===== config.mk =====
export PLATFORM = sky130hd
export DESIGN_NAME = axi_lrsc
export DESIGN_NICKNAME = d
export VERILOG_FILES = /design/src/rtl/axi_lrsc_pkg.sv /design/src/rtl/axi_lrsc.sv /design/src/rtl/axi_lrsc_res_table.sv /design/src/rtl/axi_lrsc_write_path.sv /design/src/rtl/axi_lrsc_read_path.sv
export VERILOG_INCLUDE_DIRS = /design/src /design/src/rtl
export SDC_FILE = /design/constraint.sdc
export NUM_CORES = 1
export LEC_CHECK = 0
export ABC_AREA = 1
export BUFFER_PORTS_ARGS = -buffer_cell sky130_fd_sc_hd__clkbuf_2
export CORE_ASPECT_RATIO = 0.6
export CORE_UTILIZATION = 57
export DETAILED_ROUTE_END_ITERATION = 10
export GPL_TIMING_DRIVEN = 0
export PLACE_DENSITY_LB_ADDON = 0.15
export SLEW_MARGIN = 40
export SYNTH_ARGS = -nofsm -noshare
export SYNTH_HDL_FRONTEND = slang
export SYNTH_HIERARCHICAL = 1
export SYNTH_SLANG_ARGS = --single-unit

===== constraint.sdc =====
create_clock -name clk_i -period 5.9 [get_ports clk_i]
set_input_delay 0.885 -clock clk_i [delete_from_list [all_inputs] [get_ports clk_i]]
set_output_delay 0.885 -clock clk_i [all_outputs]
set_load 0.02 [all_outputs]

===== src/rtl/axi_lrsc_params.svh =====
// AXI LR/SC adapter parameters
`ifndef AXI_LRSC_PARAMS_SVH
`define AXI_LRSC_PARAMS_SVH

// AXI channel widths
`define AXI_LRSC_ADDR_WIDTH 32
`define AXI_LRSC_DATA_WIDTH 32
`define AXI_LRSC_ID_WIDTH 4

// Byte strobe width follows the data width
`define AXI_LRSC_STRB_WIDTH (`AXI_LRSC_DATA_WIDTH / 8)

// CPUs that may hold a reservation
`define AXI_LRSC_NUM_CPUS 4

// CPU index taken from the low bits of the AXI id
`define AXI_LRSC_CPU_ID_WIDTH 2

// Closed address window with LR/SC support
`define AXI_LRSC_ADDR_BEGIN 32'h0000_1000
`define AXI_LRSC_ADDR_END 32'h0000_1FFF

`endif

===== src/rtl/axi_lrsc_pkg.sv =====
// AXI LR/SC adapter types
`include "axi_lrsc_params.svh"

package axi_lrsc_pkg;

    typedef logic [`AXI_LRSC_ADDR_WIDTH-1:0]   addr_t;
    typedef logic [`AXI_LRSC_DATA_WIDTH-1:0]   data_t;
    typedef logic [`AXI_LRSC_STRB_WIDTH-1:0]   strb_t;
    typedef logic [`AXI_LRSC_ID_WIDTH-1:0]     id_t;
    typedef logic [`AXI_LRSC_CPU_ID_WIDTH-1:0] cpu_t;

    typedef enum logic [1:0] {
        RESP_OKAY   = 2'b00,
        RESP_EXOKAY = 2'b01,
        RESP_SLVERR = 2'b10,
        RESP_DECERR = 2'b11
    } resp_e;

    typedef enum logic [1:0] {
        BURST_FIXED = 2'b00,
        BURST_INCR  = 2'b01,
        BURST_WRAP  = 2'b10
    } burst_e;

    // Shared by AR and AW
    typedef struct packed {
        id_t        id;
        addr_t      addr;
        logic [7:0] len;
        logic [2:0] size;
        burst_e     burst;
        logic       lock;
    } ax_chan_t;

    typedef struct packed {
        data_t data;
        strb_t strb;
        logic  last;
    } w_chan_t;

    typedef struct packed {
        id_t   id;
        data_t data;
        resp_e resp;
        logic  last;
    } r_chan_t;

    typedef struct packed {
        id_t   id;
        resp_e resp;
    } b_chan_t;

    typedef struct packed {
        cpu_t  cpu;
        addr_t addr;
    } res_set_t;

    typedef struct packed {
        cpu_t  cpu;
        addr_t addr;
    } res_check_t;

    function automatic logic in_excl_window(input addr_t addr);
        return (addr >= `AXI_LRSC_ADDR_BEGIN) && (addr <= `AXI_LRSC_ADDR_END);
    endfunction

    // Reservations are kept per CPU, named by the low id bits
    function automatic cpu_t cpu_of(input id_t id);
        return id[`AXI_LRSC_CPU_ID_WIDTH-1:0];
    endfunction

    // OKAY turns into EXOKAY for a successful exclusive access, errors pass
    function automatic resp_e rewrite_resp(input resp_e resp, input logic excl);
        if (resp == RESP_OKAY) begin
            return excl ? RESP_EXOKAY : RESP_OKAY;
        end
        return resp;
    endfunction

endpackage


===== src/rtl/axi_lrsc.sv =====
// AXI LR/SC adapter
module axi_lrsc (
    input  logic                   clk_i,
    input  logic                   rst_ni,
    // Upstream master side
    input  axi_lrsc_pkg::ax_chan_t slv_ar_i,
    input  logic                   slv_ar_valid_i,
    output logic                   slv_ar_ready_o,
    input  axi_lrsc_pkg::ax_chan_t slv_aw_i,
    input  logic                   slv_aw_valid_i,
    output logic                   slv_aw_ready_o,
    input  axi_lrsc_pkg::w_chan_t  slv_w_i,
    input  logic                   slv_w_valid_i,
    output logic                   slv_w_ready_o,
    output axi_lrsc_pkg::r_chan_t  slv_r_o,
    output logic                   slv_r_valid_o,
    input  logic                   slv_r_ready_i,
    output axi_lrsc_pkg::b_chan_t  slv_b_o,
    output logic                   slv_b_valid_o,
    input  logic                   slv_b_ready_i,
    // Downstream memory side
    output axi_lrsc_pkg::ax_chan_t mst_ar_o,
    output logic                   mst_ar_valid_o,
    input  logic                   mst_ar_ready_i,
    output axi_lrsc_pkg::ax_chan_t mst_aw_o,
    output logic                   mst_aw_valid_o,
    input  logic                   mst_aw_ready_i,
    output axi_lrsc_pkg::w_chan_t  mst_w_o,
    output logic                   mst_w_valid_o,
    input  logic                   mst_w_ready_i,
    input  axi_lrsc_pkg::r_chan_t  mst_r_i,
    input  logic                   mst_r_valid_i,
    output logic                   mst_r_ready_o,
    input  axi_lrsc_pkg::b_chan_t  mst_b_i,
    input  logic                   mst_b_valid_i,
    output logic                   mst_b_ready_o
);
    import axi_lrsc_pkg::*;

    res_set_t   res_set;
    logic       res_set_valid;
    res_check_t res_check;
    logic       res_hit;
    addr_t      res_clr_addr;
    logic       res_clr_valid;

    axi_lrsc_read_path i_read_path (
        .clk_i           (clk_i),
        .rst_ni          (rst_ni),
        .slv_ar_i        (slv_ar_i),
        .slv_ar_valid_i  (slv_ar_valid_i),
        .slv_ar_ready_o  (slv_ar_ready_o),
        .mst_ar_o        (mst_ar_o),
        .mst_ar_valid_o  (mst_ar_valid_o),
        .mst_ar_ready_i  (mst_ar_ready_i),
        .mst_r_i         (mst_r_i),
        .mst_r_valid_i   (mst_r_valid_i),
        .mst_r_ready_o   (mst_r_ready_o),
        .slv_r_o         (slv_r_o),
        .slv_r_valid_o   (slv_r_valid_o),
        .slv_r_ready_i   (slv_r_ready_i),
        .res_set_o       (res_set),
        .res_set_valid_o (res_set_valid)
    );

    axi_lrsc_write_path i_write_path (
        .clk_i           (clk_i),
        .rst_ni          (rst_ni),
        .slv_aw_i        (slv_aw_i),
        .slv_aw_valid_i  (slv_aw_valid_i),
        .slv_aw_ready_o  (slv_aw_ready_o),
        .mst_aw_o        (mst_aw_o),
        .mst_aw_valid_o  (mst_aw_valid_o),
        .mst_aw_ready_i  (mst_aw_ready_i),
        .slv_w_i         (slv_w_i),
        .slv_w_valid_i   (slv_w_valid_i),
        .slv_w_ready_o   (slv_w_ready_o),
        .mst_w_o         (mst_w_o),
        .mst_w_valid_o   (mst_w_valid_o),
        .mst_w_ready_i   (mst_w_ready_i),
        .mst_b_i         (mst_b_i),
        .mst_b_valid_i   (mst_b_valid_i),
        .mst_b_ready_o   (mst_b_ready_o),
        .slv_b_o         (slv_b_o),
        .slv_b_valid_o   (slv_b_valid_o),
        .slv_b_ready_i   (slv_b_ready_i),
        .res_check_o     (res_check),
        .res_hit_i       (res_hit),
        .res_clr_addr_o  (res_clr_addr),
        .res_clr_valid_o (res_clr_valid)
    );

    axi_lrsc_res_table i_res_table (
        .clk_i           (clk_i),
        .rst_ni          (rst_ni),
        .res_set_i       (res_set),
        .res_set_valid_i (res_set_valid),
        .res_check_i     (res_check),
        .res_hit_o       (res_hit),
        .res_clr_addr_i  (res_clr_addr),
        .res_clr_valid_i (res_clr_valid)
    );

endmodule


===== src/rtl/axi_lrsc_res_table.sv =====
// LR/SC reservation table
`include "axi_lrsc_params.svh"

module axi_lrsc_res_table (
    input  logic                     clk_i,
    input  logic                     rst_ni,
    // Place a reservation
    input  axi_lrsc_pkg::res_set_t   res_set_i,
    input  logic                     res_set_valid_i,
    // Test a reservation
    input  axi_lrsc_pkg::res_check_t res_check_i,
    output logic                     res_hit_o,
    // Drop all reservations on an address
    input  axi_lrsc_pkg::addr_t      res_clr_addr_i,
    input  logic                     res_clr_valid_i
);
    import axi_lrsc_pkg::*;

    logic [`AXI_LRSC_NUM_CPUS-1:0] valid_d, valid_q;
    addr_t                         addr_d[`AXI_LRSC_NUM_CPUS];
    addr_t                         addr_q[`AXI_LRSC_NUM_CPUS];

    always_comb begin
        valid_d = valid_q;
        addr_d  = addr_q;

        // Clear goes first
        if (res_clr_valid_i) begin
            for (int i = 0; i < `AXI_LRSC_NUM_CPUS; i++) begin
                if (addr_q[i] == res_clr_addr_i) begin
                    valid_d[i] = 1'b0;
                end
            end
        end

        // So a set in the same cycle survives
        if (res_set_valid_i) begin
            valid_d[res_set_i.cpu] = 1'b1;
            addr_d[res_set_i.cpu]  = res_set_i.addr;
        end
    end

    // Combinational lookup of the checking CPU's entry
    assign res_hit_o = valid_q[res_check_i.cpu] &&
                       (addr_q[res_check_i.cpu] == res_check_i.addr);

    always_ff @(posedge clk_i or negedge rst_ni) begin
        if (!rst_ni) begin
            valid_q <= '0;
        end else begin
            valid_q <= valid_d;
        end
    end

    // Reserved address of each CPU
    always_ff @(posedge clk_i) begin
        addr_q <= addr_d;
    end

endmodule


===== src/rtl/axi_lrsc_write_path.sv =====
// AXI LR/SC write path
`include "axi_lrsc_params.svh"

module axi_lrsc_write_path (
    input  logic                     clk_i,
    input  logic                     rst_ni,
    // Upstream AW
    input  axi_lrsc_pkg::ax_chan_t   slv_aw_i,
    input  logic                     slv_aw_valid_i,
    output logic                     slv_aw_ready_o,
    // Downstream AW
    output axi_lrsc_pkg::ax_chan_t   mst_aw_o,
    output logic                     mst_aw_valid_o,
    input  logic                     mst_aw_ready_i,
    // Upstream W
    input  axi_lrsc_pkg::w_chan_t    slv_w_i,
    input  logic                     slv_w_valid_i,
    output logic                     slv_w_ready_o,
    // Downstream W
    output axi_lrsc_pkg::w_chan_t    mst_w_o,
    output logic                     mst_w_valid_o,
    input  logic                     mst_w_ready_i,
    // Downstream B
    input  axi_lrsc_pkg::b_chan_t    mst_b_i,
    input  logic                     mst_b_valid_i,
    output logic                     mst_b_ready_o,
    // Upstream B
    output axi_lrsc_pkg::b_chan_t    slv_b_o,
    output logic                     slv_b_valid_o,
    input  logic                     slv_b_ready_i,
    // Reservation check and clear
    output axi_lrsc_pkg::res_check_t res_check_o,
    input  logic                     res_hit_i,
    output axi_lrsc_pkg::addr_t      res_clr_addr_o,
    output logic                     res_clr_valid_o
);
    import axi_lrsc_pkg::*;

    typedef enum logic [2:0] {
        AW_IDLE,
        W_FORWARD,
        W_BYPASS,
        W_DROP,
        B_FORWARD,
        B_INJECT
    } w_state_e;

    w_state_e state_d, state_q;
    logic     excl_d, excl_q;
    addr_t    addr_d, addr_q;
    burst_e   burst_d, burst_q;
    id_t      id_d, id_q;
    logic     aw_in_win;
    logic     aw_excl;

    assign aw_in_win = in_excl_window(slv_aw_i.addr);
    assign aw_excl   = aw_in_win && slv_aw_i.lock && (slv_aw_i.len == 8'd0);

    // Check is side-effect free, so it is always presented
    assign res_check_o.cpu  = cpu_of(slv_aw_i.id);
    assign res_check_o.addr = slv_aw_i.addr;
    assign res_clr_addr_o   = addr_q;

    assign mst_w_o = slv_w_i;

    always_comb begin
        state_d         = state_q;
        excl_d          = excl_q;
        addr_d          = addr_q;
        burst_d         = burst_q;
        id_d            = id_q;
        mst_aw_o        = slv_aw_i;
        mst_aw_o.lock   = 1'b0;
        mst_aw_valid_o  = 1'b0;
        slv_aw_ready_o  = 1'b0;
        mst_w_valid_o   = 1'b0;
        slv_w_ready_o   = 1'b0;
        mst_b_ready_o   = 1'b0;
        slv_b_valid_o   = 1'b0;
        slv_b_o         = mst_b_i;
        slv_b_o.resp    = rewrite_resp(mst_b_i.resp, excl_q);
        res_clr_valid_o = 1'b0;

        case (state_q)
            AW_IDLE: begin
                if (slv_aw_valid_i) begin
                    if (aw_excl && !res_hit_i) begin
                        // Failed SC is swallowed here and answered locally
                        slv_aw_ready_o = 1'b1;
                        excl_d         = 1'b0;
                        state_d        = W_DROP;
                    end else begin
                        mst_aw_valid_o = 1'b1;
                        slv_aw_ready_o = mst_aw_ready_i;
                        if (mst_aw_ready_i) begin
                            excl_d  = aw_excl;
                            state_d = aw_in_win ? W_FORWARD : W_BYPASS;
                        end
                    end
                    if (slv_aw_ready_o) begin
                        addr_d  = slv_aw_i.addr;
                        burst_d = slv_aw_i.burst;
                        id_d    = slv_aw_i.id;
                    end
                end
            end

            W_FORWARD: begin
                mst_w_valid_o = slv_w_valid_i;
                slv_w_ready_o = mst_w_ready_i;
                if (slv_w_valid_i && mst_w_ready_i) begin
                    // Any write to a reserved word kills the reservation
                    res_clr_valid_o = 1'b1;
                    if (burst_q != BURST_FIXED) begin
                        addr_d = addr_q + addr_t'(`AXI_LRSC_DATA_WIDTH / 8);
                    end
                    if (slv_w_i.last) begin
                        state_d = B_FORWARD;
                    end
                end
            end

            W_BYPASS: begin
                mst_w_valid_o = slv_w_valid_i;
                slv_w_ready_o = mst_w_ready_i;
                if (slv_w_valid_i && mst_w_ready_i && slv_w_i.last) begin
                    state_d = B_FORWARD;
                end
            end

            W_DROP: begin
                slv_w_ready_o = 1'b1;
                if (slv_w_valid_i && slv_w_i.last) begin
                    state_d = B_INJECT;
                end
            end

            B_FORWARD: begin
                mst_b_ready_o = slv_b_ready_i;
                slv_b_valid_o = mst_b_valid_i;
                if (mst_b_valid_i && slv_b_ready_i) begin
                    excl_d  = 1'b0;
                    state_d = AW_IDLE;
                end
            end

            B_INJECT: begin
                slv_b_valid_o = 1'b1;
                slv_b_o.id    = id_q;
                slv_b_o.resp  = RESP_OKAY;
                if (slv_b_ready_i) begin
                    state_d = AW_IDLE;
                end
            end

            default: state_d = AW_IDLE;
        endcase
    end

    always_ff @(posedge clk_i or negedge rst_ni) begin
        if (!rst_ni) begin
            state_q <= AW_IDLE;
            excl_q  <= 1'b0;
        end else begin
            state_q <= state_d;
            excl_q  <= excl_d;
        end
    end

    // Beat address, burst type and id of the current write
    always_ff @(posedge clk_i) begin
        addr_q  <= addr_d;
        burst_q <= burst_d;
        id_q    <= id_d;
    end

endmodule


===== src/rtl/axi_lrsc_read_path.sv =====
// AXI LR/SC read path
module axi_lrsc_read_path (
    input  logic                   clk_i,
    input  logic                   rst_ni,
    // Upstream AR
    input  axi_lrsc_pkg::ax_chan_t slv_ar_i,
    input  logic                   slv_ar_valid_i,
    output logic                   slv_ar_ready_o,
    // Downstream AR
    output axi_lrsc_pkg::ax_chan_t mst_ar_o,
    output logic                   mst_ar_valid_o,
    input  logic                   mst_ar_ready_i,
    // Downstream R
    input  axi_lrsc_pkg::r_chan_t  mst_r_i,
    input  logic                   mst_r_valid_i,
    output logic                   mst_r_ready_o,
    // Upstream R
    output axi_lrsc_pkg::r_chan_t  slv_r_o,
    output logic                   slv_r_valid_o,
    input  logic                   slv_r_ready_i,
    // Reservation placement
    output axi_lrsc_pkg::res_set_t res_set_o,
    output logic                   res_set_valid_o
);
    import axi_lrsc_pkg::*;

    typedef enum logic [1:0] {
        R_IDLE,
        R_WAIT_AR,
        R_WAIT_R
    } r_state_e;

    r_state_e state_d, state_q;
    logic     excl_d, excl_q;
    logic     ar_excl;

    // Single-beat exclusive read inside the window
    assign ar_excl = slv_ar_i.lock && (slv_ar_i.len == 8'd0) && in_excl_window(slv_ar_i.addr);

    assign res_set_o.cpu  = cpu_of(slv_ar_i.id);
    assign res_set_o.addr = slv_ar_i.addr;

    always_comb begin
        state_d         = state_q;
        excl_d          = excl_q;
        mst_ar_o        = slv_ar_i;
        mst_ar_o.lock   = 1'b0;
        mst_ar_valid_o  = 1'b0;
        slv_ar_ready_o  = 1'b0;
        mst_r_ready_o   = 1'b0;
        slv_r_valid_o   = 1'b0;
        slv_r_o         = mst_r_i;
        slv_r_o.resp    = rewrite_resp(mst_r_i.resp, excl_q);
        res_set_valid_o = 1'b0;

        case (state_q)
            R_IDLE, R_WAIT_AR: begin
                mst_ar_valid_o = slv_ar_valid_i;
                slv_ar_ready_o = mst_ar_ready_i;
                if (slv_ar_valid_i && mst_ar_ready_i) begin
                    // Reservation is placed together with the AR transfer
                    res_set_valid_o = ar_excl;
                    excl_d          = ar_excl;
                    state_d         = R_WAIT_R;
                end else if (slv_ar_valid_i) begin
                    state_d = R_WAIT_AR;
                end
            end

            R_WAIT_R: begin
                mst_r_ready_o = slv_r_ready_i;
                slv_r_valid_o = mst_r_valid_i;
                if (mst_r_valid_i && slv_r_ready_i && mst_r_i.last) begin
                    excl_d  = 1'b0;
                    state_d = R_IDLE;
                end
            end

            default: state_d = R_IDLE;
        endcase
    end

    always_ff @(posedge clk_i or negedge rst_ni) begin
        if (!rst_ni) begin
            state_q <= R_IDLE;
            excl_q  <= 1'b0;
        end else begin
            state_q <= state_d;
            excl_q  <= excl_d;
        end
    end

endmodule


After elaboration in Yosys (flattened, before gate mapping):

Cells that the tools add are included.

* register bits: 177
* bits of input ports: 194
* output and inout bits: 192
* word-level logic and storage cells: 160

* $add $sub $neg: 1
* order comparisons: 10
* equal/unequal tests: 25
* mux-type cells: 73
* bitwise gates (word level): 3
* reduce and logical (&&, ||, !) cells: 36

Operators by type and width (count)
* $mux 32: 7
* $eq 32x32->1: 5
* $bwmux 128: 1
* $bmux 32 s2: 1
* $demux 32 s2: 1
* $ge 32x13->1 const B: 2
* $le 32x13->1 const B: 2
* $pmux 32 s2: 1
* $mux 1: 34
* $add 32x3->32 const B: 1
* $mux 3: 9
* $pmux 3 s6: 1
* $logic_and 1x1->1: 17
* $logic_not 8->1: 2
* $mux 2: 8
* $ne 2x1->1 const B: 7
* $mux 4: 2
* $ne 2x2->1 const B: 4
* $pmux 1 s2: 4
* $reduce_and 8->1: 1
* $reduce_bool 2->1: 4
* $eq 3x2->1 const B: 2
* $eq 3x3->1 const B: 2
* $ge 3x3->1 const B: 2
* 21 further kinds: 28

Depth between registers and ports, before layout:

* word-level depth: 14
* mapped depth: 22
* gate-level depth less buffers: 19

Cells and area by module:

Netlist, hierarchy kept.

By module, submodules not included
* axi_lrsc_res_table: instances 1, cells each 836, area an instance 7303.3 sq um, seq. area each 3943.8 sq um
* axi_lrsc_write_path: instances 1, cells each 487, area an instance 3768.6 sq um, seq. area each 1241.2 sq um
* axi_lrsc_read_path: instances 1, cells each 191, area an instance 1266.2 sq um, seq. area each 75.1 sq um

Worst setup path after synthesis:

Ideal clock, no wire load.

* path type: input-to-reg
* start: input slv_aw_i[47] in the netlist's numbering
* end: register i_write_path.addr_q[10], in the netlist i_write_path/res_clr_addr_o[10] (enable)
* setup time: 0.427 ns
* arrival time: 3.790 ns
* required time: 5.473 ns
* slack: 1.683 ns
* stages on the path: 18
* buffers on the path: 3
* path through: buf_4 buf_2 inv_1 buf_2 nand3_1 nand2_1 nand2_1 o21ai_0 nor2_1 nand2_1 nor2_1 nand3_1 nor2_1 inv_1 nand3_1 nand3_1 nand3_1 a21oi_1

* cells in the longest elaborated chain, start to end: 13
* elaborated cells between the ends (all ways): 15
* classes of those cells: 2 x eq/ne; 8 x mux; 1 x bitwise; 4 x reduce/logical

RTL lines
* start: declaration: line axi_lrsc.sv:9 `input axi_lrsc_pkg::ax_chan_t slv_aw_i,`
* $not 2->3 (not written as such): line axi_lrsc_res_table.sv:45 `(addr_q[res_check_i.cpu] == res_check_i.addr);`
* $bmux 32 s2: line axi_lrsc_res_table.sv:45
* $mux 32 (not written as such) (2 in series): line axi_lrsc_res_table.sv:45
* $eq 32x32->1: line axi_lrsc_res_table.sv:45
* $logic_and 1x1->1 (*): line axi_lrsc_res_table.sv:44 `assign res_hit_o = valid_q[res_check_i.cpu] &&`
* named net res_hit: line axi_lrsc.sv:43 `logic res_hit;`
* $logic_not 1->1 (*): line axi_lrsc_write_path.sv:87 `if (aw_excl && !res_hit_i) begin`
* $logic_and 1x1->1 (*): line axi_lrsc_write_path.sv:87
* $mux 1 (*): line axi_lrsc_write_path.sv:87
* $mux 1 (*): line axi_lrsc_write_path.sv:86 `if (slv_aw_valid_i) begin`
* $mux 1 (*): line axi_lrsc_write_path.sv:84 `case (state_q)`
* $ne 2x2->1 (no source line) (*)
* $reduce_and 5->1 (no source line) (*)
* end signal: assignment: line axi_lrsc_write_path.sv:172 `addr_q <= addr_d;`
* end: declaration: line axi_lrsc_write_path.sv:50 `addr_t addr_d, addr_q;`

Mark *: on every way through the listed nets, which the timed path passes. The rest lies on a longest branch. The select of a mux whose other input is x is not followed.
A chain may end at the register's enable or synchronous reset.

Worst setup path after layout:

* start: input slv_aw_i[47] in the netlist's numbering
* end: output slv_aw_ready_o

* cells in the longest elaborated chain, start to end: 13
* elaborated cells between the ends (all ways): 15
* classes of those cells: 1 x eq/ne; 10 x mux; 1 x bitwise; 3 x reduce/logical

RTL lines
* $not 2->3 (not written as such): line axi_lrsc_res_table.sv:45
* $bmux 32 s2: line axi_lrsc_res_table.sv:45
* $mux 32 (not written as such) (2 in series): line axi_lrsc_res_table.sv:45
* $eq 32x32->1: line axi_lrsc_res_table.sv:45
* $logic_and 1x1->1 (*): line axi_lrsc_res_table.sv:44
* named net res_hit: line axi_lrsc.sv:43
* $logic_not 1->1 (*): line axi_lrsc_write_path.sv:87
* $logic_and 1x1->1 (*): line axi_lrsc_write_path.sv:87
* $mux 1 (*): line axi_lrsc_write_path.sv:87
* $mux 1 (*): line axi_lrsc_write_path.sv:86
* $mux 1 (*): line axi_lrsc_write_path.sv:84
* $mux 1 (*): line axi_lrsc_write_path.sv:86
* $mux 1 (*): line axi_lrsc_write_path.sv:84
* end: declaration: line axi_lrsc.sv:11 `output logic slv_aw_ready_o,`

Marks and branches as above.

==> metrics.txt <==
post-DR vias/cell=5.36; initial antenna violation count=0; worst hold path type=input port to asynchronous set/reset pin; clock sink count=177; Worst Path Arrival=3.75 ns; GRT Resource Usage Total=36.1%; post-CTS setup buffer count=0; status=finished, final reports clean; share of post-route cells with drive strength above 1=34.9%; Hold WS=0.364 ns; DRC errors left=0; Yosys top cell by area=edfxtp_1; critical path class=input port to primary output; Tot Pwr=4.07 mW; total congestion overflow=0; Fin. Hold Viols=0; fin cells=2,135; syn nets=1,709; Seq/Total Area, Yosys=42.6%; IO Pins=386; final wirelength=40.2 mm; fill cell count=1,681; Post-synth EDFFs=166; top cell type's share of synthesized area=40.4%; ratio of final minimum period to clock period=78.5%; core footprint=21,100 sq um; Avg Cell Area, Syn=8.15 sq um; Pleak=7.26 nW; row count=41; Clock transition at path regs=0.08 ns; peak supply drop=0.194 mV; root buffer cell=clkbuf_16; Starting Density=58.4%; clock latency on the worst-skew pair=0.45 ns; drt pass-1 iters=8; Slew @ Worst Pin=0.949 ns; Syn. warnings=6; library cells used by synthesis=46; CP max FO=10; CTS tree=yes; Relative slew margins=36.7%; largest net degree at the start of global routing=19; most common cell after layout, fill and taps aside=nand2_1; global-route wire length before repair=57.9 mm; Clock H-tree levels=4; hold-fix buffers at CTS=0; routability cong.=0.993; Clock Path Buffers=2; ranking of synthesized cells by area=edfxtp_1 40%, buf_4 15%, nand2_1 14%, xor2_1 4.2%, nand3_1 3.9%; CP Launch Type=input port; most frequent cells in the layout=445 x nand2_1, 287 x clkbuf_2, 259 x buf_4; Fin Clk Skew=0.0171 ns; Core Util, Final=70.6%; area of the die=22,300 sq um; HPWL Detailed=32.3 mm; post-synthesis register bit count=177; Mapped Cells=1,514; via count=11,500; First DRT Iteration DRCs=1,531; Crit. End Element=primary output; required time of the critical path=5.02 ns; RSZ-0062 raised after global routing=no; Most used DFF post-synth=edfxtp_1; placed insts=2,103; Max Cap Viol=0; nets=2,038; async set-reset flop share out of synthesis=6.21%; Tmin final=4.63 ns; mapped cell area=12,300 sq um; Port Buf Inserts=287; vias in the first global route=9,985; CTS resizes=0; Sum Neg Setup Slack=0 ns; DIE WIDTH=192 um; final setup fails=0; ANT cells=0; Die Ht=116 um; DR WL/cell=18.8 um; Fmax=216 MHz; PwrDens=273 nW/um^2; CTS Buf Count=17; reg2reg setup slack=3.06 ns; max-slew violations=0; area added between synthesis and finish=21.0%; post-route antenna net violation count=0
report_power, final:
group          internal, mW  leakage, nW  switching (mW)
clock                 0.603        0.282           0.555
combinational         0.452         5.33           0.709
sequential             1.50         1.65           0.258
cells by family after synthesis:
| logic type | count (synthesis) | synth area share [%] |
|---|---|---|
| AND/OR/NAND/NOR | 760 | 26.9 |
| XOR/XNOR | 97 | 6.89 |
| buffers and inverters | 399 | 19.8 |
| AO/OA/AOI/OAI | 74 | 3.35 |
| flip-flops | 177 | 42.6 |
| adder cells (fa/ha/maj) | 1 | 0.101 |
| multiplexers | 4 | 0.365 |
| other | 2 | 0.0609 |
sequential cells by signal (all words and copies together) (netlist names):
register                     count
i_write_path/excl_q              1
i_res_table/valid_q              4
i_read_path/state_q              2
i_write_path/res_clr_addr_o     32
i_write_path/burst_q             2
i_read_path/excl_q               1
i_res_table/addr_q             128
i_write_path/id_q                4
i_write_path/state_q             3
per-stage QoR:
stage               area [sq um]  setup WS, ns
floorplan                  12300          1.68
finish                     14900          1.27
detailed placement         14300          1.38
CTS                        14900          1.38
global route               14900          1.19
global placement           14100        -0.592
worst max-delay path, stage by stage:
cell and delay, ns:
clkbuf_2 0.10, buf_4 0.09, buf_2 0.18, buf_1 0.74, nand3_1 0.15, nand2_1 0.26
xor2_1 0.22, nand2_1 0.08, nor2_1 0.10, nand3_1 0.07, nor2_1 0.22, inv_1 0.09
nand3_1 0.14, nand2_1 0.06, nand2_1 0.13, inv_1 0.06, clkbuf_2 0.15
synthesized netlist by cell type (all sizes together) (5+ instances only):
library cell,n
nand2,450
nor3,36
edfxtp,166
nor2,122
buf,264
o22ai,9
or2,7
dfrtp,11
inv,127
a21oi,5
xor2,59
nand4,25
nand3,98
o21ai,52
xnor2,38
nand3b,17
clkbuf,8
cell type report:
class | count | area, sq um | share of cell area [%]
Tap cell | 279 | 349 | 2.34
Clock inverter | 15 | 174 | 1.17
Sequential cell | 177 | 5260 | 35.2
Buffer | 272 | 1960 | 13.1
Inverter | 127 | 477 | 3.19
Multi-Input combinational cell | 938 | 4670 | 31.3
Timing Repair Buffer | 310 | 1610 | 10.8
Clock buffer | 17 | 425 | 2.85
layer usage:
| metal | up-vias | part of all wire [%] | track usage [%] |
|---|---|---|---|
| met5 | - | 0.24 | 3.21 |
| met4 | 2 | 1.4 | 7.46 |
| met3 | 51 | 17 | 14.4 |
| met2 | 818 | 41 | 51.1 |
| met1 | 5271 | 41 | 51.7 |
| li1 | 5312 | - | - |
final timing paths:
| path | from | end | cells past startpoint |
|---|---|---|---|
| max in group asynchronous | rst_ni | i_write_path/state_q[0] | 1 |
| hold reg to reg | i_res_table/valid_q[3] | i_res_table/valid_q[3] | 2 |
| min in group clk_i | i_res_table/valid_q[3] | i_res_table/valid_q[3] | 2 |
| setup reg to reg | i_res_table/addr_q[47] | i_write_path/res_clr_addr_o[11] | 16 |
| setup / recovery | slv_aw_i[47] | slv_aw_ready_o | 17 |
| hold / removal | rst_ni | i_res_table/valid_q[3] | 1 |
(Power assumes the default switching activity.)
